`config.mk`:
```
export PLATFORM = sky130hd
export DESIGN_NAME = l2c_splitter
export DESIGN_NICKNAME = d
export VERILOG_FILES = /design/src/verilog/l2c_pkg.sv /design/src/verilog/l2c_splitter.sv
export SDC_FILE = /design/constraint.sdc
export NUM_CORES = 1
export LEC_CHECK = 0
export ABC_AREA = 1
export BUFFER_PORTS_ARGS = -buffer_cell sky130_fd_sc_hd__buf_4
export CELL_PAD_IN_SITES_DETAIL_PLACEMENT = 1
export CELL_PAD_IN_SITES_GLOBAL_PLACEMENT = 1
export CORE_MARGIN = 2
export CORE_UTILIZATION = 15
export DETAILED_ROUTE_END_ITERATION = 12
export PLACE_DENSITY_LB_ADDON = 0.1
export REMOVE_ABC_BUFFERS = 1
export SETUP_SLACK_MARGIN = 0.5
export SYNTH_ARGS = -nofsm -noshare
export SYNTH_HDL_FRONTEND = slang
export SYNTH_SLANG_ARGS = --single-unit
```
`constraint.sdc`:
```
create_clock -name vclk -period 1.4
set_clock_uncertainty 0.15 [all_clocks]
set_input_delay 0 -clock vclk [all_inputs]
set_output_delay 0 -clock vclk [all_outputs]
set_load 0.02 [all_outputs]
```
`src/verilog/l2c_pkg.sv`:
```
`default_nettype none

package l2c_pkg;

   // ====================
   // Widths
   // ====================
   localparam int PADDR_W  = 32;
   localparam int DATA_W   = 32;
   localparam int STRB_W   = DATA_W / 8;
   localparam int NUM_TGT  = 5;
   localparam int PAGE_LSB = 12;

   typedef enum logic {
      CMD_RD = 1'b0,
      CMD_WR = 1'b1
   } mem_cmd_t;

   // Index into the target vector
   typedef enum logic [2:0] {
      RGN_BOOTROM = 3'd0,
      RGN_SERIAL  = 3'd1,
      RGN_KERNEL  = 3'd2,
      RGN_INITRD  = 3'd3,
      RGN_L2      = 3'd4
   } region_t;

   // ====================
   // Address map
   // ====================
   // Single 4 KiB pages
   localparam logic [PADDR_W-1:0] BOOTROM_BASE = 32'h0000_1000;
   localparam logic [PADDR_W-1:0] SERIAL_BASE  = 32'h5400_0000;
   // Half-open ranges
   localparam logic [PADDR_W-1:0] KERNEL_LO    = 32'h8020_0000;
   localparam logic [PADDR_W-1:0] KERNEL_HI    = 32'h8220_0000;
   localparam logic [PADDR_W-1:0] INITRD_LO    = 32'hffc8_4a00;
   localparam logic [PADDR_W-1:0] INITRD_HI    = 32'hffff_f000;

   typedef struct packed {
      mem_cmd_t            cmd;
      logic [PADDR_W-1:0]  addr;
      logic [DATA_W-1:0]   data;
      logic [STRB_W-1:0]   byte_en;
   } req_payload_t;

   typedef struct packed {
      logic [DATA_W-1:0]   data;
   } resp_payload_t;

endpackage

`default_nettype wire
```
`src/verilog/l2c_splitter.sv`:
```
`timescale 1ns/1ns
`default_nettype none

module l2c_splitter (
   input  logic                           i_req_valid,
   input  l2c_pkg::req_payload_t          i_req_payload,
   output logic [l2c_pkg::NUM_TGT-1:0]    o_tgt_req_valid,
   input  logic [l2c_pkg::NUM_TGT-1:0]    i_tgt_req_ready,
   output logic                           o_req_ready
);

   import l2c_pkg::*;

   logic [PADDR_W-1:0]  w_addr;
   logic                w_is_bootrom;
   logic                w_is_serial;
   logic                w_is_kernel;
   logic                w_is_initrd;
   region_t             w_region;
   logic [NUM_TGT-1:0]  w_sel;

   assign w_addr = i_req_payload.addr;

   // ====================
   // Address decode
   // ====================
   assign w_is_bootrom = w_addr[PADDR_W-1:PAGE_LSB] == BOOTROM_BASE[PADDR_W-1:PAGE_LSB];
   assign w_is_serial  = w_addr[PADDR_W-1:PAGE_LSB] == SERIAL_BASE[PADDR_W-1:PAGE_LSB];
   assign w_is_kernel  = (w_addr >= KERNEL_LO) && (w_addr < KERNEL_HI);
   assign w_is_initrd  = (w_addr >= INITRD_LO) && (w_addr < INITRD_HI);

   // Ranges are disjoint so order only fixes the fallback
   always_comb begin
      if (w_is_bootrom) begin
         w_region = RGN_BOOTROM;
      end else if (w_is_serial) begin
         w_region = RGN_SERIAL;
      end else if (w_is_kernel) begin
         w_region = RGN_KERNEL;
      end else if (w_is_initrd) begin
         w_region = RGN_INITRD;
      end else begin
         w_region = RGN_L2;
      end
   end

   assign w_sel = NUM_TGT'(1) << w_region;

   // ====================
   // Steering
   // ====================
   assign o_tgt_req_valid = w_sel & {NUM_TGT{i_req_valid}};

   // Ready of the decoded target, independent of valid
   assign o_req_ready = |(w_sel & i_tgt_req_ready);

   // Decoded ranges must not overlap
   always_comb begin
      assert ($onehot0({w_is_initrd, w_is_kernel, w_is_serial, w_is_bootrom}))
         else $error("l2c_splitter: address %h matches more than one region", w_addr);
   end

endmodule

`default_nettype wire

```
## Word level (Yosys, flattened, before mapping)

Cells that the tools add are included.

| storage, ports and cells | value |
|---|---|
| bits in registers | 0 |
| output and inout port bits | 6 |
| logic and storage cells | 16 |
| bits of input ports | 75 |

| cells by class | value |
|---|---|
| eq/ne operators | 2 |
| bitwise operators | 2 |
| mux-type cells | 4 |
| shift-type cells | 1 |
| order comparisons | 4 |
| reductions and logical operators | 3 |

Operators with widths:

| cell | count |
|---|---|
| $ge 32x32->1 const B | 2 |
| $lt 32x32->1 const B | 2 |
| $eq 20x1->1 const B | 1 |
| $eq 20x19->1 const B | 1 |
| $mux 3 | 4 |
| $and 5x5->5 | 2 |
| $reduce_or 5->1 | 1 |
| $shl 1x3->5 const A | 1 |
| $logic_and 1x1->1 | 2 |

## Longest topological paths before layout

Gate-level depths: netlist of run 1.

| depth | value |
|---|---|
| depth after elaboration | 9 |
| mapped depth | 9 |
| gate-level depth less buffers | 9 |

## Least setup slack after synthesis of run 1

Ideal clock, no wire load.

| path | value |
|---|---|
| path kind | input-to-output |
| from | in i_req_payload[65] in the netlist's numbering |
| to | out o_tgt_req_valid[2] in the netlist's numbering |
| arrival time | 0.832 ns |
| slack | 0.418 ns |
| stages | 5 |
| data required time | 1.250 ns |
| cell sequence | nor2_2 -> nand3_1 -> nor2_2 -> nand2_2 -> nor3_1 |

| on the way | value |
|---|---|
| cells in the longest elaborated chain, start to end | 8 |
| elaborated cells on any way between the ends | 14 |
| those cells by class | 4 x order compare; 2 x eq/ne; 1 x shift; 4 x mux; 1 x bitwise; 2 x reduce/logical |

Ends and longest elaborated chain:

| element | RTL line | RTL |
|---|---|---|
| start: declaration | l2c_splitter.sv:6 | `input l2c_pkg::req_payload_t i_req_payload,` |
| $ge 32x32->1 / $lt 32x32->1 (equally long branches) | l2c_splitter.sv:30 | `assign w_is_initrd = (w_addr >= INITRD_LO) && (w_addr < INITRD_HI);` |
| $logic_and 1x1->1 | l2c_splitter.sv:30 |  |
| $mux 3 | l2c_splitter.sv:40 | `end else if (w_is_initrd) begin` |
| $mux 3 | l2c_splitter.sv:38 | `end else if (w_is_kernel) begin` |
| $mux 3 | l2c_splitter.sv:36 | `end else if (w_is_serial) begin` |
| $mux 3 (*) | l2c_splitter.sv:34 | `if (w_is_bootrom) begin` |
| $shl 1x3->5 (*) | l2c_splitter.sv:47 | `assign w_sel = NUM_TGT'(1) << w_region;` |
| $and 5x5->5 (*) | l2c_splitter.sv:52 | `assign o_tgt_req_valid = w_sel & {NUM_TGT{i_req_valid}};` |
| end: declaration | l2c_splitter.sv:7 | `output logic [l2c_pkg::NUM_TGT-1:0] o_tgt_req_valid,` |

Mark *: on every way between the ends. The rest lies on a longest branch, timed or not.

## Worst setup path in the final report of run 1

| path | value |
|---|---|
| from | in i_req_payload[55] in the netlist's numbering |
| to | out o_req_ready |

| on the way | value |
|---|---|
| cells in the longest elaborated chain, start to end | 9 |
| elaborated cells on any way between the ends | 15 |
| those cells by class | 4 x order compare; 2 x eq/ne; 1 x shift; 4 x mux; 1 x bitwise; 3 x reduce/logical |

Ends and longest elaborated chain:

| element | RTL line | RTL |
|---|---|---|
| $ge 32x32->1 / $lt 32x32->1 (equally long branches) | l2c_splitter.sv:30 |  |
| $logic_and 1x1->1 | l2c_splitter.sv:30 |  |
| $mux 3 | l2c_splitter.sv:40 |  |
| $mux 3 | l2c_splitter.sv:38 |  |
| $mux 3 | l2c_splitter.sv:36 |  |
| $mux 3 (*) | l2c_splitter.sv:34 |  |
| $shl 1x3->5 (*) | l2c_splitter.sv:47 |  |
| $and 5x5->5 (*) | l2c_splitter.sv:55 | `assign o_req_ready = \|(w_sel & i_tgt_req_ready);` |
| $reduce_or 5->1 (*) | l2c_splitter.sv:55 |  |
| end: declaration | l2c_splitter.sv:9 | `output logic o_req_ready` |

Marked as above.

==> results of run 1 <==
==> layout by cell type, fill, tap and decap left out <==
master,Yosys,layout
sky130_fd_sc_hd__nand2_4,0,1
sky130_fd_sc_hd__clkinv_1,2,1
sky130_fd_sc_hd__nand3_4,0,1
sky130_fd_sc_hd__nand3_2,2,7
sky130_fd_sc_hd__buf_4,0,25
sky130_fd_sc_hd__nor2_1,21,12
sky130_fd_sc_hd__buf_6,0,13
sky130_fd_sc_hd__buf_8,0,2
sky130_fd_sc_hd__nand3_1,10,4
sky130_fd_sc_hd__o21ai_0,1,1
sky130_fd_sc_hd__nand3b_1,1,1
sky130_fd_sc_hd__nand2_2,4,10
sky130_fd_sc_hd__nand4_1,5,5
sky130_fd_sc_hd__nor2_4,2,14
sky130_fd_sc_hd__nor3_4,0,1
sky130_fd_sc_hd__nand2_1,25,18
sky130_fd_sc_hd__inv_1,13,9
sky130_fd_sc_hd__nor2_2,8,5
sky130_fd_sc_hd__inv_4,0,1
sky130_fd_sc_hd__o21ai_2,1,1
sky130_fd_sc_hd__inv_2,1,5
==> what timing repair did <==
action                                  in CTS  in global routing
endpoints found under the setup margin       6                  6
pin swaps                                   19                 17
setup buffers                                5                  0
resized for setup                           30                 31
hold buffers                                 0                  0
==> stage by stage <==
stage                     instances  cell area (sq um)  total power [mW]   util
after floorplan                  97                458            0.0575      -
after global routing            170               1020             0.223  0.342
final                           170               1020             0.203  0.342
after CTS                       170                910             0.184  0.305
after detailed placement        165                762             0.154  0.256
after global placement          165                762             0.152  0.256
==> final timing paths <==
| check | endpoint | start | slack, ns |
|---|---|---|---|
| worst max-delay path | o_req_ready | i_req_payload[55] | 0.28 |
| worst min-delay path | o_req_ready | i_tgt_req_ready[4] | 0.17 |
==> layout make-up <==
type                            instances  area, sq um  share of cell area
Multi-Input combinational cell         81          552               0.541
Timing Repair Buffer                   40          364               0.357
Inverter                               16         62.6              0.0613
Tap cell                               33         41.3              0.0405
==> cells in the mapped netlist (2+ instances only) <==
| master | n |
|---|---|
| sky130_fd_sc_hd__nand2_1 | 25 |
| sky130_fd_sc_hd__nor2_1 | 21 |
| sky130_fd_sc_hd__inv_1 | 13 |
| sky130_fd_sc_hd__nand3_1 | 10 |
| sky130_fd_sc_hd__nor2_2 | 8 |
| sky130_fd_sc_hd__nand4_1 | 5 |
| sky130_fd_sc_hd__nand2_2 | 4 |
| sky130_fd_sc_hd__clkinv_1 | 2 |
| sky130_fd_sc_hd__nand3_2 | 2 |
| sky130_fd_sc_hd__nor2_4 | 2 |
==> where the power goes <==
group | internal, mW | total (mW) | switching [mW]
Sequential | 0 | 0 | 0
Combinational | 0.104 | 0.203 | 0.0989
Clock | 0 | 0 | 0
==> routing by layer <==
layer / vias to the layer above / track usage / share of wire
li1: 383 / - / -
met1: 339 / 0.121 / 0.36
met2: 15 / 0.221 / 0.59
met3: 0 / 0 / 0.047
met4: 0 / 0 / 0
met5: - / 0 / 0
==> logic make-up after synthesis <==
logic type,Yosys count,share of synthesized area
buf+inv,16,0.131
compound gates,2,0.0300
simple gates,79,0.839
==> flow_metrics.py, run 1 <==
metrics = {
    "route": {
        "drtPass1Iterations": 2,
        "final_antenna_net_count": 0,
        "dr_total_vias": 737,
        "route.detailed.vias_per_inst": 4.34,
        "wire_per_inst_um": 11.1,
        "drtIter0Drc": 8,
        "postRouteWirelength_um": 1880,
        "remaining_drc_errors": 0,
    },
    "global_routing": {
        "first_pass_grt_wire_length_um": 2900,
        "globalRoute.totalOverflow": 0,
        "grt_usage": 0.105,
        "largest_net_degree_at_the_start_of_global_routing": 6,
        "grt_pass1_vias": 740,
        "initial_antenna_violation_count": 0,
    },
    "critical_path": {
        "critPathTopFamily": "simple AND/OR/NAND/NOR gates",
        "critical_path.cell_chain": "buf_4, nor2_4, nand2_2, nor2_4, nand3_2, nand2_2, nor2_4, nand3_2, nand3_2, buf_6",
        "worstPathArrival_ns": 0.97,
        "critPathSlowestCell": "sky130_fd_sc_hd__nor2_4",
        "required_ns": 1.25,
        "setup_crit_end_kind": "primary output",
        "critical-path-max-stage-delay_ns": 0.16,
        "cp_max_fo": 4,
        "critical_path_buf_inv_count": 2,
        "start_kind": "input pin",
        "criticalPathCategory": "input pin to primary output",
        "cp_num_cells": 10,
    },
    "timing": {
        "setup-tns-final_ns": 0,
        "final-hold-violation-count": 0,
        "slew_headroom": 0.786,
        "number_of_endpoints_failing_setup_at_the_final_stage": 0,
        "layout_min_cycle_time_ns": 1.12,
        "tightest_slew_ns": 0.320,
        "post_layout_worst_setup_margin_ns": 0.284,
        "report.final.slew_viol_count": 0,
        "rsz0062_at_grt": "yes",
        "timing.final.crit_share": 0.797,
        "hold_slack_ns": 0.169,
        "max_freq_ghz": 0.896,
    },
    "layout": {
        "layout-drive-gt1-share": 0.628,
        "n_fill_cell": 385,
        "final-seq-area_sq_um": 0,
        "nNetsFinal": 214,
        "clock_buffers": 0,
        "seq_cell_count": 0,
        "diodes_inserted": 0,
        "layout-area-overhead-vs-synth_pct": 123,
    },
    "floorplanning": {
        "core-area_sq_um": 2980,
        "design.die.area_sq_um": 3510,
        "rows": 20,
        "dieHeight_um": 59.3,
        "chipWidth_um": 59.3,
        "io-pin-count": 81,
        "initial_core_util": 0.154,
    },
    "power_and_ir_drop": {
        "worst_ir_drop_vdd_mv": 0.0731,
        "power.density_cell_area_nw_per_um2": 199,
        "static-leakage-power_nw": 0.464,
    },
    "placed_design": {
        "pre_cts_slack_ns": 0.200,
        "buffer_ports.inserted": 35,
        "dpl.hpwl_um": 1550,
        "place_congestion": 0.727,
    },
    "min_path": {
        "holdCritPathClass": "input pin to primary output",
        "hold_depth": 4,
    },
    "yosys": {
        "post_synth_inst_count": 97,
        "netlist.top_cell.by_area": "sky130_fd_sc_hd__nand2_1",
        "ys_seq_area_frac": 0,
        "synth_area_per_cell_sq_um": 4.72,
        "synth_warnings": 0,
        "yosysUniqueCellTypes": 15,
        "post-synth-top-area-fraction": 0.205,
        "syn_area_sq_um": 458,
        "yosys-top-cells-area": "sky130_fd_sc_hd__nand2_1, sky130_fd_sc_hd__nor2_1, sky130_fd_sc_hd__nand3_1",
    },
    "run_status": {
        "status": "complete, no violations",
    },
    "job": {
        "timing.max_cap.violations": 0,
    },
}
Note: power is estimated with default switching activity, not from simulation.
==> inputs of run 2 (changes only) <==
CORE_UTILIZATION = 14   (was 15)
clock period = 1.1 ns   (was 1.4 ns; I/O delays follow)
==> run 2 against run 1 <==
The flow now finishes with violations (negative setup slack). Power up 35%. Flip-flop and latch count unchanged. Sequential share of layout area unchanged. Routed wire length up 3.2%. Highest routed layer unchanged.
==> flow_metrics.py, run 2 (synthesis results as in run 1) <==
metrics = {
    "timing": {
        "slew_headroom": 0.773,
        "layout_min_cycle_time_ns": 1.13,
        "post_layout_worst_setup_margin_ns": -0.0282,
        "report.final.slew_viol_count": 0,
        "rsz0062_at_grt": "yes",
        "timing.final.crit_share": 1.03,
        "tightest_slew_ns": 0.341,
        "max_freq_ghz": 0.886,
        "number_of_endpoints_failing_setup_at_the_final_stage": 2,
        "final-hold-violation-count": 0,
    },
    "placed_design": {
        "pre_cts_slack_ns": -0.113,
        "dpl.hpwl_um": 1690,
        "place_congestion": 0.800,
        "buffer_ports.inserted": 35,
    },
    "route": {
        "remaining_drc_errors": 0,
        "postRouteWirelength_um": 1940,
        "final_antenna_net_count": 0,
        "drtPass1Iterations": 4,
        "route.detailed.vias_per_inst": 4.02,
        "drtIter0Drc": 18,
        "top_layer_used": "met3",
        "wirelength_met1_um": 847,
        "met2_length_um": 1030,
        "met3_length_um": 68,
        "wire_per_inst_um": 10.6,
        "dr_total_vias": 739,
    },
    "global_routing": {
        "grt_usage": 0.104,
        "initial_antenna_violation_count": 0,
        "globalRoute.totalOverflow": 0,
        "largest_net_degree_at_the_start_of_global_routing": 6,
        "first_pass_grt_wire_length_um": 3080,
        "grt_pass1_vias": 719,
    },
    "layout": {
        "nNetsFinal": 217,
        "final-seq-area_sq_um": 0,
        "diodes_inserted": 0,
        "seq_cell_count": 0,
        "n_fill_cell": 398,
        "layout-area-overhead-vs-synth_pct": 136,
        "multi_input_area_sq_um": 556,
        "most_common_cell_after_layout_fill_and_taps_aside": "sky130_fd_sc_hd__buf_4",
        "layout-drive-gt1-share": 0.657,
        "highest_count_cells_in_the_layout_ignoring_fill_and_taps": "sky130_fd_sc_hd__buf_4, sky130_fd_sc_hd__nand2_1, sky130_fd_sc_hd__nor2_4",
        "clock_buffers": 0,
    },
    "power_and_ir_drop": {
        "worst_ir_drop_vdd_mv": 0.0905,
        "power.density_cell_area_nw_per_um2": 253,
        "total_power_mw": 0.274,
        "static-leakage-power_nw": 0.491,
    },
    "critical_path": {
        "start_kind": "input pin",
        "criticalPathCategory": "input pin to primary output",
        "cp_max_fo": 3,
        "setup_crit_end_kind": "primary output",
        "worstPathArrival_ns": 0.98,
        "required_ns": 0.95,
    },
    "floorplanning": {
        "io-pin-count": 81,
        "design.die.area_sq_um": 3740,
        "dieHeight_um": 61.2,
        "core-area_sq_um": 3080,
        "chipWidth_um": 61.2,
        "initial_core_util": 0.149,
        "rows": 20,
    },
    "job": {
        "timing.max_cap.violations": 0,
    },
    "min_path": {
        "holdCritPathClass": "input pin to primary output",
    },
    "run_status": {
        "failing_checks": "negative setup slack",
        "status": "finished with violations",
    },
}
## run 2: metal layers
metal	vias to the layer above	GRT usage
li1	390	-
met1	333	0.145
met2	16	0.188
met3	0	0
met4	0	0.00621
met5	-	0
## run 2: repair_timing
action                                  CTS  global route
hold buffers                              0             0
resized for setup                        34            35
endpoints found under the hold margin     0             0
pin swaps                                18            29
buffers inserted                          1             0
endpoints found under the setup margin    6             6
## run 2: cell type report
cell class	instances	area share
Inverter	16	0.0567
Multi-Input combinational cell	81	0.514
Tap cell	44	0.0509
Timing Repair Buffer	43	0.378
## run 2: power by group
group | leakage (nW) | internal (mW) | switching (mW)
logic | 0.491 | 0.146 | 0.128
clock network | 0 | 0 | 0
registers | 0 | 0 | 0
total | 0.491 | 0.146 | 0.128
## run 2: path summary, 6_finish.rpt
kind | depth (start not counted) | from | end | slack [ns]
setup / recovery | 10 | i_req_payload[65] | o_req_ready | -0.03
hold / removal | 4 | i_tgt_req_ready[4] | o_req_ready | 0.17
## run 2: worst max-delay path: stages
cell	delay, ns
sky130_fd_sc_hd__buf_4	0.13
sky130_fd_sc_hd__nor2_4	0.11
sky130_fd_sc_hd__nand2_1	0.06
sky130_fd_sc_hd__nor2_1	0.15
sky130_fd_sc_hd__nand3_2	0.13
sky130_fd_sc_hd__nand2_2	0.10
sky130_fd_sc_hd__nor2_4	0.05
sky130_fd_sc_hd__nand3_2	0.06
sky130_fd_sc_hd__nand3_2	0.06
sky130_fd_sc_hd__buf_6	0.13
## run 2: per-stage QoR
step           hold slack [ns]  utilization  instances  cell area, sq um  TNS, ns
2_1_floorplan           0.0145            -         97               458        0
3_3_place_gp             0.176        0.269        183               828   -0.330
3_5_place_dp             0.185        0.269        183               828   -0.393
4_1_cts                  0.164        0.310        184               955  -0.0396
5_1_grt                  0.206        0.351        184              1080   -0.324
6_report                 0.172        0.351        184              1080  -0.0409
