### src/verilog/l2c_pkg.sv
`default_nettype none

package l2c_pkg;

   // ====================
   // Widths
   // ====================
   localparam int PADDR_W  = 32;
   localparam int DATA_W   = 32;
   localparam int STRB_W   = DATA_W / 8;
   localparam int NUM_TGT  = 5;
   localparam int PAGE_LSB = 12;

   typedef enum logic {
      CMD_RD = 1'b0,
      CMD_WR = 1'b1
   } mem_cmd_t;

   // Index into the target vector
   typedef enum logic [2:0] {
      RGN_BOOTROM = 3'd0,
      RGN_SERIAL  = 3'd1,
      RGN_KERNEL  = 3'd2,
      RGN_INITRD  = 3'd3,
      RGN_L2      = 3'd4
   } region_t;

   // ====================
   // Address map
   // ====================
   // Single 4 KiB pages
   localparam logic [PADDR_W-1:0] BOOTROM_BASE = 32'h0000_1000;
   localparam logic [PADDR_W-1:0] SERIAL_BASE  = 32'h5400_0000;
   // Half-open ranges
   localparam logic [PADDR_W-1:0] KERNEL_LO    = 32'h8020_0000;
   localparam logic [PADDR_W-1:0] KERNEL_HI    = 32'h8220_0000;
   localparam logic [PADDR_W-1:0] INITRD_LO    = 32'hffc8_4a00;
   localparam logic [PADDR_W-1:0] INITRD_HI    = 32'hffff_f000;

   typedef struct packed {
      mem_cmd_t            cmd;
      logic [PADDR_W-1:0]  addr;
      logic [DATA_W-1:0]   data;
      logic [STRB_W-1:0]   byte_en;
   } req_payload_t;

   typedef struct packed {
      logic [DATA_W-1:0]   data;
   } resp_payload_t;

endpackage

`default_nettype wire
### src/verilog/l2c_resp_arbiter.sv
`timescale 1ns/1ns
`default_nettype none

module l2c_resp_arbiter #(
   parameter int TAG_W = 4
) (
   input  logic                           i_clk,
   input  logic                           i_reset,

   input  logic [l2c_pkg::NUM_TGT-1:0]    i_resp_valid,
   input  l2c_pkg::resp_payload_t         i_resp_payload [l2c_pkg::NUM_TGT],
   input  logic [TAG_W-1:0]               i_resp_tag [l2c_pkg::NUM_TGT],
   output logic [l2c_pkg::NUM_TGT-1:0]    o_resp_ready,

   output logic                           o_resp_valid,
   output l2c_pkg::resp_payload_t         o_resp_payload,
   output logic [TAG_W-1:0]               o_resp_tag,
   input  logic                           i_resp_ready
);

   import l2c_pkg::*;

   localparam int SEL_W = $clog2(NUM_TGT);

   logic [SEL_W-1:0]    r_ptr;
   logic                r_lock;
   logic [SEL_W-1:0]    r_lock_idx;

   logic                w_found;
   logic [SEL_W-1:0]    w_sel;
   logic [NUM_TGT-1:0]  w_grant;
   logic                w_xfer;

   // ====================
   // Grant selection
   // ====================
   // Search starts at the pointer, a held grant overrides it
   always_comb begin
      int idx;
      w_found = 1'b0;
      w_sel   = r_ptr;
      for (int k = 0; k < NUM_TGT; k++) begin
         idx = (int'(r_ptr) + k) % NUM_TGT;
         if (!w_found && i_resp_valid[idx]) begin
            w_found = 1'b1;
            w_sel   = SEL_W'(idx);
         end
      end
      if (r_lock) begin
         w_found = i_resp_valid[r_lock_idx];
         w_sel   = r_lock_idx;
      end
   end

   assign w_grant = w_found ? (NUM_TGT'(1) << w_sel) : '0;
   assign w_xfer  = w_found && i_resp_ready;

   assign o_resp_valid   = w_found;
   assign o_resp_payload = i_resp_payload[w_sel];
   assign o_resp_tag     = i_resp_tag[w_sel];
   assign o_resp_ready   = w_grant & {NUM_TGT{i_resp_ready}};

   // Pointer moves past the served target
   always_ff @(posedge i_clk) begin
      if (i_reset) begin
         r_ptr      <= '0;
         r_lock     <= 1'b0;
         r_lock_idx <= '0;
      end else if (w_xfer) begin
         r_ptr  <= (w_sel == SEL_W'(NUM_TGT - 1)) ? '0 : w_sel + 1'b1;
         r_lock <= 1'b0;
      end else if (w_found) begin
         r_lock     <= 1'b1;
         r_lock_idx <= w_sel;
      end
   end

   assert property (@(posedge i_clk) disable iff (i_reset)
      o_resp_valid |-> $onehot(w_grant))
      else $error("l2c_resp_arbiter: grant not one-hot");

   // Stalled output keeps the same target
   assert property (@(posedge i_clk) disable iff (i_reset)
      o_resp_valid && !i_resp_ready |=> o_resp_valid && (w_grant == $past(w_grant)))
      else $error("l2c_resp_arbiter: grant moved while stalled");

endmodule

`default_nettype wire

### config.mk
export PLATFORM = sky130hd
export DESIGN_NAME = l2c_resp_arbiter
export DESIGN_NICKNAME = d
export VERILOG_FILES = /design/src/verilog/l2c_pkg.sv /design/src/verilog/l2c_resp_arbiter.sv
export SDC_FILE = /design/constraint.sdc
export NUM_CORES = 1
export LEC_CHECK = 0
export ABC_AREA = 0
export BUFFER_PORTS_ARGS = -buffer_cell sky130_fd_sc_hd__buf_4
export CORE_MARGIN = 2
export CORE_UTILIZATION = 40
export DETAILED_ROUTE_END_ITERATION = 8
export PLACE_DENSITY = 0.71
export SETUP_SLACK_MARGIN = 0.5
export SYNTH_ARGS = -nofsm -noshare
export SYNTH_HDL_FRONTEND = slang
export SYNTH_SLANG_ARGS = --single-unit
### constraint.sdc
create_clock -name i_clk -period 6 [get_ports i_clk]
set_input_delay 0.9 -clock i_clk [delete_from_list [all_inputs] [get_ports i_clk]]
set_output_delay 0.9 -clock i_clk [all_outputs]
set_load 0.1 [all_outputs]
Word level (Yosys, flattened, before mapping) --
Cells that the tools add are included.
Cells by class: $add $sub $neg 5, divide/modulo/power cells 5, $lt $le $gt $ge 7, equal/unequal tests 1, shifts and indexed selects 1, muxes and demuxes 37, bitwise gates (word level) 3, reduce and logical (&&, ||, !) cells 11
Operator list (count):
- $lt A32 B5 Y1 const B | 5
- $mod A32 B4 Y32 const B | 4
- $bmux W32 S3 | 1
- $mux W32 | 2
- $mod A4 B4 Y32 const B | 1
- $mux W3 | 7
- $bmux W1 S3 | 6
- $mux W1 | 17
- $bmux W4 S3 | 1
- $add A3 B2 Y4 const B | 2
- $mux W4 | 2
- $and A5 B5 Y5 | 1
- $logic_and A1 B1 Y1 | 5
- $mux W5 | 1
- $shl A1 B3 Y5 const A | 1
- $add A3 B1 Y4 const B | 1
- $add A3 B3 Y4 const B | 1
- $ge A4 B4 Y1 const B | 1
- $logic_not A1 Y1 | 4
- $lt A3 B4 Y1 const B | 1
- $not A3 Y4 | 1
- $add A3 B1 Y3 const B | 1
- $eq A3 B3 Y1 const B | 1
- $reduce_and A2 Y1 | 1
- 2 further kinds | 2
Word-level totals: flip-flop bits (word level) 7, input port bits 188, output and inout port bits 42, word-level logic and storage cells 73

Longest topological paths before layout --
Gate-level depths: netlist of run 1.
depth after elaboration 22, gate-level depth with buffers 26, gate-level depth less buffers 22

Least setup slack after synthesis of run 1 --
Ideal clock, no wire load.
path type register -> output, start register r_ptr[0], end output o_resp_ready[0] (netlist name), arrival 6678 ps, slack -1578 ps, stages on the path, launching flop included 22, cells stage by stage dfxtp_1 -> buf_2 -> inv_1 -> clkbuf_1 -> ha_1 -> xor2_4 -> ha_1 -> nor2_1 -> a211o_1 -> nand2_1 -> ha_1 -> inv_1 -> or3_1 -> o31a_1 -> o32ai_2 -> nand4b_1 -> nand2_1 -> and3_4 -> a22oi_1 -> and2_1 -> clkbuf_1 -> and3_1
Between the ends: elaborated cells on any way between the ends 47, those cells by class 4 x add/sub; 5 x div; 1 x shift; 28 x mux; 1 x bitwise; 8 x reduce/logical
RTL lines:
- start, declared | line l2c_resp_arbiter.sv:25 | logic [SEL_W-1:0] r_ptr;
- start signal, assigned | line l2c_resp_arbiter.sv:70 | r_ptr <= (w_sel == SEL_W'(NUM_TGT - 1)) ? '0 : w_sel + 1'b1;
- branches (longest 16 deep; another with $mod A32 B4 Y32)
- $mux W1 (*) | line l2c_resp_arbiter.sv:44 | if (!w_found && i_resp_valid[idx]) begin
- $mux W1 (*) | line l2c_resp_arbiter.sv:49 | if (r_lock) begin
- named net o_resp_valid | line l2c_resp_arbiter.sv:15 | output logic o_resp_valid,
- $mux W5 (*) | line l2c_resp_arbiter.sv:55 | assign w_grant = w_found ? (NUM_TGT'(1) << w_sel) : '0;
- $and A5 B5 Y5 (*) | line l2c_resp_arbiter.sv:61 | assign o_resp_ready = w_grant & {NUM_TGT{i_resp_ready}};
- end, declared | line l2c_resp_arbiter.sv:13 | output logic [l2c_pkg::NUM_TGT-1:0] o_resp_ready,
Mark *: on every way through the listed nets, which the timed path passes. The select of a mux whose other input is x is not followed.

==> metrics.md, run 1 <==
| Metric | Value |
|---|---|
| Outcome | finished clean |
| DR vias/cell | 6.35 |
| Critical path class | flip-flop to output pin |
| Initial antenna violation count | 0 |
| CTS tree | done |
| Unrepaired setup endpoints after global routing | yes |
| Worst slew margin | 55.9% |
| Final count of negative-setup-slack endpoints | 0 |
| Mean area per synthesized cell | 8.17 sq um |
| Fin nets | 1062 |
| Vias in the first global route | 6232 |
| Wire length per cell | 23.4 microns |
| CP max-delay cell | a311o_2 |
| Row count | 39 |
| Top-area cell type share of the netlist area | 16.9% |
| Total grt overflow | 0 |
| Clock Latency Late Sink | 0.23 ns |
| Global-route wire length before repair | 33700 microns |
| Worst Tran Pin Value | 0.662 ns |
| Root Driver | clkbuf_16 |
| Leading cell types in the layout, fill and taps excluded | 243 x buf_4, 55 x mux2i_1, 46 x inv_1 |
| Overall fraction of global-route tracks in use | 32.4% |
| Yosys warnings | 0 |
| Hold Vio Cnt, Final | 0 |
| Worst path arrival time | 4.71 ns |
| Worst reg2reg path depth | 21 |
| Initial Utilization | 41.5% |
| Largest family of logic cells by synthesized area | compound AO/OA/AOI/OAI gates |
| Number of synthesized flops with an enable pin | 0 |
| Die H | 113 microns |
| Xor-xnor portion of the synthesized cell area | 2.24% |
| Ys async rst share | 0% |
| Peak Freq | 178 MHz |
| DIE WIDTH | 113 microns |
| Syn Inst Count | 587 |
| Slew Viols, Final | 0 |
| Number of primary I/O pins | 230 |
| Capture point of the critical path | o_resp_payload[1] |
| CP Cell Sequence | buf_4 > ha_4 > nand2_2 > inv_1 > ha_1 > nand2b_4 > a22oi_2 > nand2_1 > mux2_4 > a311o_2 > a22o_1 > a31o_4 > a211oi_4 > a211oi_4 > bufinv_8 > buf_12 > mux2i_2 > o221ai_4 > buf_12 |
| Area growth from synthesis to layout | 84.5% |
| Final ANT Viol Nets | 0 |
| Fin Setup TNS | 0 ns |
| H-tree levels | 1 |
| MaxCap Viol Count | 0 |
| Hpwl dp | 15600 microns |
| Initial DRC Count | 506 |
| DRT Wirelength | 23200 microns |
| Commonest non-fill, non-tap cell in the layout | buf_4 |
| Worst Hold Path Cells | 2 |
| Synth area leader | mux2i_1 |
| Core Footprint | 11600 sq um |
| Worst setup SP type | flip-flop |
| Post-Synthesis Cell Area | 4800 sq um |
| Synth Area in Adders | 6.94% |
| Die area | 12900 sq um |
| Drt first pass iters | 5 |
| CTS buffer count | 3 |
| Max stage delay on crit path | 0.43 ns |
| Fin crit period | 5.61 ns |
| Via count | 6282 |
| Top cells by area, synth | mux2i_1 17%, o221ai_2 9.4%, a221o_1 7.5% |
| Simple-Gate Fraction of Synth Area | 16.9% |
| Crit path required time | 5.10 ns |
| Post-Route Skew | 0.00166 ns |
| GPL Wtd Cong | 0.997 |
| Pin count of the biggest net entering global routing | 38 |
| CP endpoint kind | output pin |
| FILL cells | 778 |
| Worst Path Max Fanout | 8 |
| FF-to-FF setup slack | 1.35 ns |
| Reg2reg end | r_ptr[2] |
| Register area share after synthesis | 2.92% |
| Commonest register cell after synthesis | dfxtp_1 |
| Compound-cell area share of the yosys netlist | 40.7% |
| Port Buffer Count | 229 |
| Post-synthesis mux area share | 19.4% |
| Syn nets | 801 |
| R2R Path Start | r_ptr[2] |
| Hold WC Path Type | flip-flop to flip-flop |
| # diodes | 0 |
| CTS Sinks | 7 |
| Netlist cell types | 86 |
| Max Buffers Root-to-Sink | 2 |
| Synth Register Bits | 7 |
| Share of cells above drive strength 1 | 54.8% |
| Crit share post-route | 93.5% |
| Setup crit start | r_ptr[1] |
| Clock transition at path regs | 0.04 ns |
| Cts hold-fix bufs | 0 |
| Drt drc | 0 |
==> flip-flops by register name (all words and copies together), names as in the netlist <==
register / count
r_lock: 1
r_ptr: 3
r_lock_idx: 3
==> repair_timing <==
item                                    CTS  global route
pin swaps                                26            28
gates cloned                              5             1
hold endpoints to repair                  0             0
endpoints found under the setup margin   41            41
gates resized for setup                 175            65
setup buffers                            34            11
==> synthesized netlist by cell type, drive strengths merged, types with 3 or more instances <==
cell,count
and3,14
buf,32
o211ai,4
a22oi,5
o22ai,5
ha,25
a31oi,4
dfxtp,7
nand4,5
nand3,47
a21oi,15
o221ai,35
o21ai,7
nor2,21
nand2,23
o31ai,5
and2,4
xnor2,7
mux2,3
a211oi,13
a21o,3
a311o,3
nand2b,8
mux4,3
nor3,4
a221o,36
nor3b,4
o21a,4
nor2b,4
inv,53
a211o,4
clkbuf,23
o2bb2ai,35
mux2i,82
a22o,3
or3,4
==> routing by layer <==
layer	share of wire (%)	routed length, microns	GRT usage (%)
met5	0	0	0
met4	3.3	760	10.3
met3	6.6	1530	5.42
met2	53	12300	60.5
met1	37	8570	37.6
==> logic make-up after synthesis <==
family / Yosys count
compound gates: 201
flops: 7
buf+inv: 109
mux: 88
xor+xnor: 8
simple gates: 148
fa+ha+maj: 26
==> area by class of cell <==
| cell class | instances | area, sq um | area share [%] |
|---|---|---|---|
| sequential | 7 | 153 | 1.72 |
| tap | 143 | 179 | 2.02 |
| clock buffer | 4 | 78.8 | 0.891 |
| multi-input combinational | 471 | 5100 | 57.6 |
| timing repair inverter | 1 | 8.76 | 0.0990 |
| timing repair buffer | 310 | 3080 | 34.8 |
| inverter | 54 | 254 | 2.87 |
==> how the worst min path moves through the flow <==
stage,from,end,slack [ns]
floorplan,r_lock_idx[2],r_lock_idx[2],0.50
global placement,r_ptr[2],r_ptr[2],0.51
detailed placement,r_ptr[2],r_ptr[2],0.52
CTS,r_lock_idx[1],r_lock_idx[1],0.56
global route,r_lock_idx[2],r_lock_idx[2],0.60
finish,r_lock_idx[1],r_lock_idx[1],0.56
==> critical path: cells and delay by family (launching register included) <==
kind	cells	cell delay [ns]
AND/OR/NAND/NOR	3	0.32
buffers and inverters	5	0.83
adder cells (fa/ha/maj)	2	0.49
AO/OA/AOI/OAI	7	1.80
multiplexers	2	0.62
flip-flops	1	0.37
==> through the flow <==
| stage | util (%) | worst slack, ns | hold slack (ns) | cell area, sq um | std cells |
|---|---|---|---|---|---|
| floorplan | - | 0.146 | 0.496 | 5480 | 587 |
| CTS | 72.9 | 0.450 | 0.560 | 8430 | 978 |
| finish | 76.5 | 0.389 | 0.558 | 8850 | 990 |
| global route | 76.5 | 0.263 | 0.597 | 8850 | 990 |
| global placement | 62.7 | 0.190 | 0.514 | 7250 | 935 |
| detailed placement | 62.7 | 0.0205 | 0.522 | 7250 | 935 |
Power of run 1 is not shown: default switching activity piles up to over one toggle a cycle in this logic, so the estimate is an artifact.
==> inputs of run 2 (changes only) <==
- PLACE_DENSITY: 0.71 -> 0.73
==> metrics.md, run 2 (synthesized netlist as in run 1, its figures left out) <==
| Metric | Value |
|---|---|
| Hold EP | r_ptr[2] |
| Area growth from synthesis to layout | 95.5% |
| Initial Utilization | 41.5% (unchanged) |
| Hold Vio Cnt, Final | 0 (unchanged) |
| Crit path required time | 5.10 ns (about the same) |
| Via count | 6598 (+5.0%) |
| Fin nets | 1077 (+1.4%) |
| Share of cells above drive strength 1 | 57.8% (+3.0 points) |
| Min-Delay Startpoint | r_ptr[2] |
| Peak Freq | 177 MHz (-0.61%) |
| FILL cells | 631 (-19%) |
| Worst Path Max Fanout | 7 (-1) |
| Clock transition at path regs | 0.04 ns (about the same) |
| Port Buffer Count | 229 (unchanged) |
| Root Driver | clkbuf_16 |
| CTS Sinks | 7 (unchanged) |
| R2R Path Start | r_ptr[1] |
| Die area | 12900 sq um (unchanged) |
| Outcome | finished clean |
| Drt drc | 0 (unchanged) |
| Slew Viols, Final | 0 (unchanged) |
| Post-route cell area | 9380 sq um (+5.9%) |
| Vias in the first global route | 6243 (+0.18%) |
| H-tree levels | 1 (unchanged) |
| CTS tree | done |
| # diodes | 0 (unchanged) |
| M1 WL | 8950 microns (+4.5%) |
| Wire length per cell | 25.0 microns (+7.0%) |
| Fin util | 81.1% (+4.5 points) |
| Worst reg2reg path depth | 24 (+14%) |
| Drt first pass iters | 5 (unchanged) |
| Final count of negative-setup-slack endpoints | 0 (unchanged) |
| Reg2reg end | r_ptr[2] |
| Critical path class | flip-flop to output pin |
| Fin crit period | 5.65 ns (+0.0346 ns) |
| FF-to-FF setup slack | 1.42 ns (+0.07 ns) |
| Worst setup margin | 0.354 ns (-0.0346 ns) |
| GPL Wtd Cong | 0.940 (-5.7%) |
| Number of primary I/O pins | 230 (unchanged) |
| Commonest non-fill, non-tap cell in the layout | buf_4 |
| Largest registers | r_lock_idx x3, r_ptr x3, r_lock x1 |
| Row count | 39 (unchanged) |
| Highest metal used | met4 |
| Worst Tran Pin Value | 0.734 ns (+0.0729 ns) |
| Total grt overflow | 0 (unchanged) |
| Leading cell types in the layout, fill and taps excluded | 251 x buf_4, 48 x buf_12, 46 x inv_1 |
| Initial antenna violation count | 0 (unchanged) |
| Global-route wire length before repair | 33200 microns (-1.3%) |
| Worst setup SP type | flip-flop |
| Worst path arrival time | 4.75 ns (+0.04 ns) |
| Pin count of the biggest net entering global routing | 42 (+11%) |
| MaxCap Viol Count | 0 (unchanged) |
| Final ANT Viol Nets | 0 (unchanged) |
| Met2 WL | 12700 microns (+3.2%) |
| DIE WIDTH | 113 microns (unchanged) |
| Wire length on met3 | 2080 microns (+36%) |
| Worst slew margin | 51.0% (-4.9 points) |
| Post-Route Skew | 0.00432 ns (+0.00266 ns) |
| Hold WC Path Type | flip-flop to flip-flop |
| Die H | 113 microns (unchanged) |
| CP endpoint kind | output pin |
| DRT Wirelength | 25200 microns (+8.6%) |
| Crit share post-route | 94.1% (+0.58 points) |
| CTS buffer count | 3 (unchanged) |
| Core Footprint | 11600 sq um (unchanged) |
| Hpwl dp | 15000 microns (-4.0%) |
| Max Buffers Root-to-Sink | 2 (unchanged) |
| Worst Hold Path Cells | 2 (unchanged) |
| DR vias/cell | 6.57 (+3.5%) |
| Unrepaired setup endpoints after global routing | yes |
| Overall fraction of global-route tracks in use | 31.9% (-0.56 points) |
| Fin Setup TNS | 0 ns (unchanged) |
| Placed inst area | 7180 sq um (-0.93%) |
| Initial DRC Count | 587 (+16%) |
| Clock Latency Late Sink | 0.24 ns (about the same) |
| Worst Setup Slack post-DPL | 0.0433 ns (+0.0227 ns) |
-- run 2: cell count changes in the layout (fill, tap and decap cells not counted), moves of 7 or more --
cell,previous run,this run
buf_4,243,251
mux2i_1,55,45
mux2i_2,19,10
mux2i_4,8,27
nand3_2,3,10
nand3_1,42,35
-- run 2: per-layer routing --
metal / global-route usage, % / vias to the layer above
met5: 0 / -
met4: 10.9 / 0
met3: 6.00 / 115
met2: 59.9 / 415
met1: 35.9 / 3176
li1: - / 2892
-- run 2: worst max path at each step --
stage | cells after the start | end | startpoint
finish | 21 | o_resp_payload[21] | r_ptr[1]
global route | 22 | o_resp_tag[0] | r_ptr[1]
CTS | 23 | o_resp_ready[3] | r_ptr[0]
detailed placement | 18 | o_resp_payload[8] | r_ptr[1]
global placement | 18 | o_resp_payload[10] | r_ptr[1]
floorplan | 22 | o_resp_payload[10] | r_ptr[0]
-- run 2: final cells by class --
type	count	area (sq um)	area share (%)
timing repair buffer	326	3340	35.6
clock buffer	4	78.8	0.841
tap	143	179	1.91
inverter	54	250	2.67
multi-input combinational	471	5380	57.3
sequential	7	153	1.63
-- run 2: through the flow --
| step | hold WS, ns | std cells |
|---|---|---|
| final | 0.517 | 1005 |
| after global routing | 0.541 | 1005 |
| after CTS | 0.537 | 964 |
| after detailed placement | 0.523 | 926 |
| after global placement | 0.521 | 926 |
| after floorplan | 0.496 | 587 |
-- run 2: critical path, cell delays in order, from the launching register on --
cell      delay, ns
dfxtp_4        0.36
buf_8          0.14
ha_4           0.18
xnor2_4        0.15
nand2_1        0.07
ha_1           0.28
nand2b_4       0.15
a22oi_2        0.21
buf_4          0.14
o21a_1         0.18
mux2i_1        0.40
o311ai_4       0.18
a22o_1         0.26
a31o_1         0.27
a211oi_4       0.34
a211oi_4       0.08
inv_4          0.15
buf_12         0.13
buf_16         0.15
mux2i_4        0.29
o221ai_4       0.17
buf_12         0.19
-- run 2: what timing repair did --
item | CTS | global route
pin swaps | 21 | 40
setup endpoints to repair | 41 | 41
hold buffers | 0 | 0
gates cloned | 4 | 9
gates resized for setup | 196 | 87
buffers inserted | 30 | 32
endpoints found under the hold margin | 0 | 0
Power of run 2 is left out for the same reason.
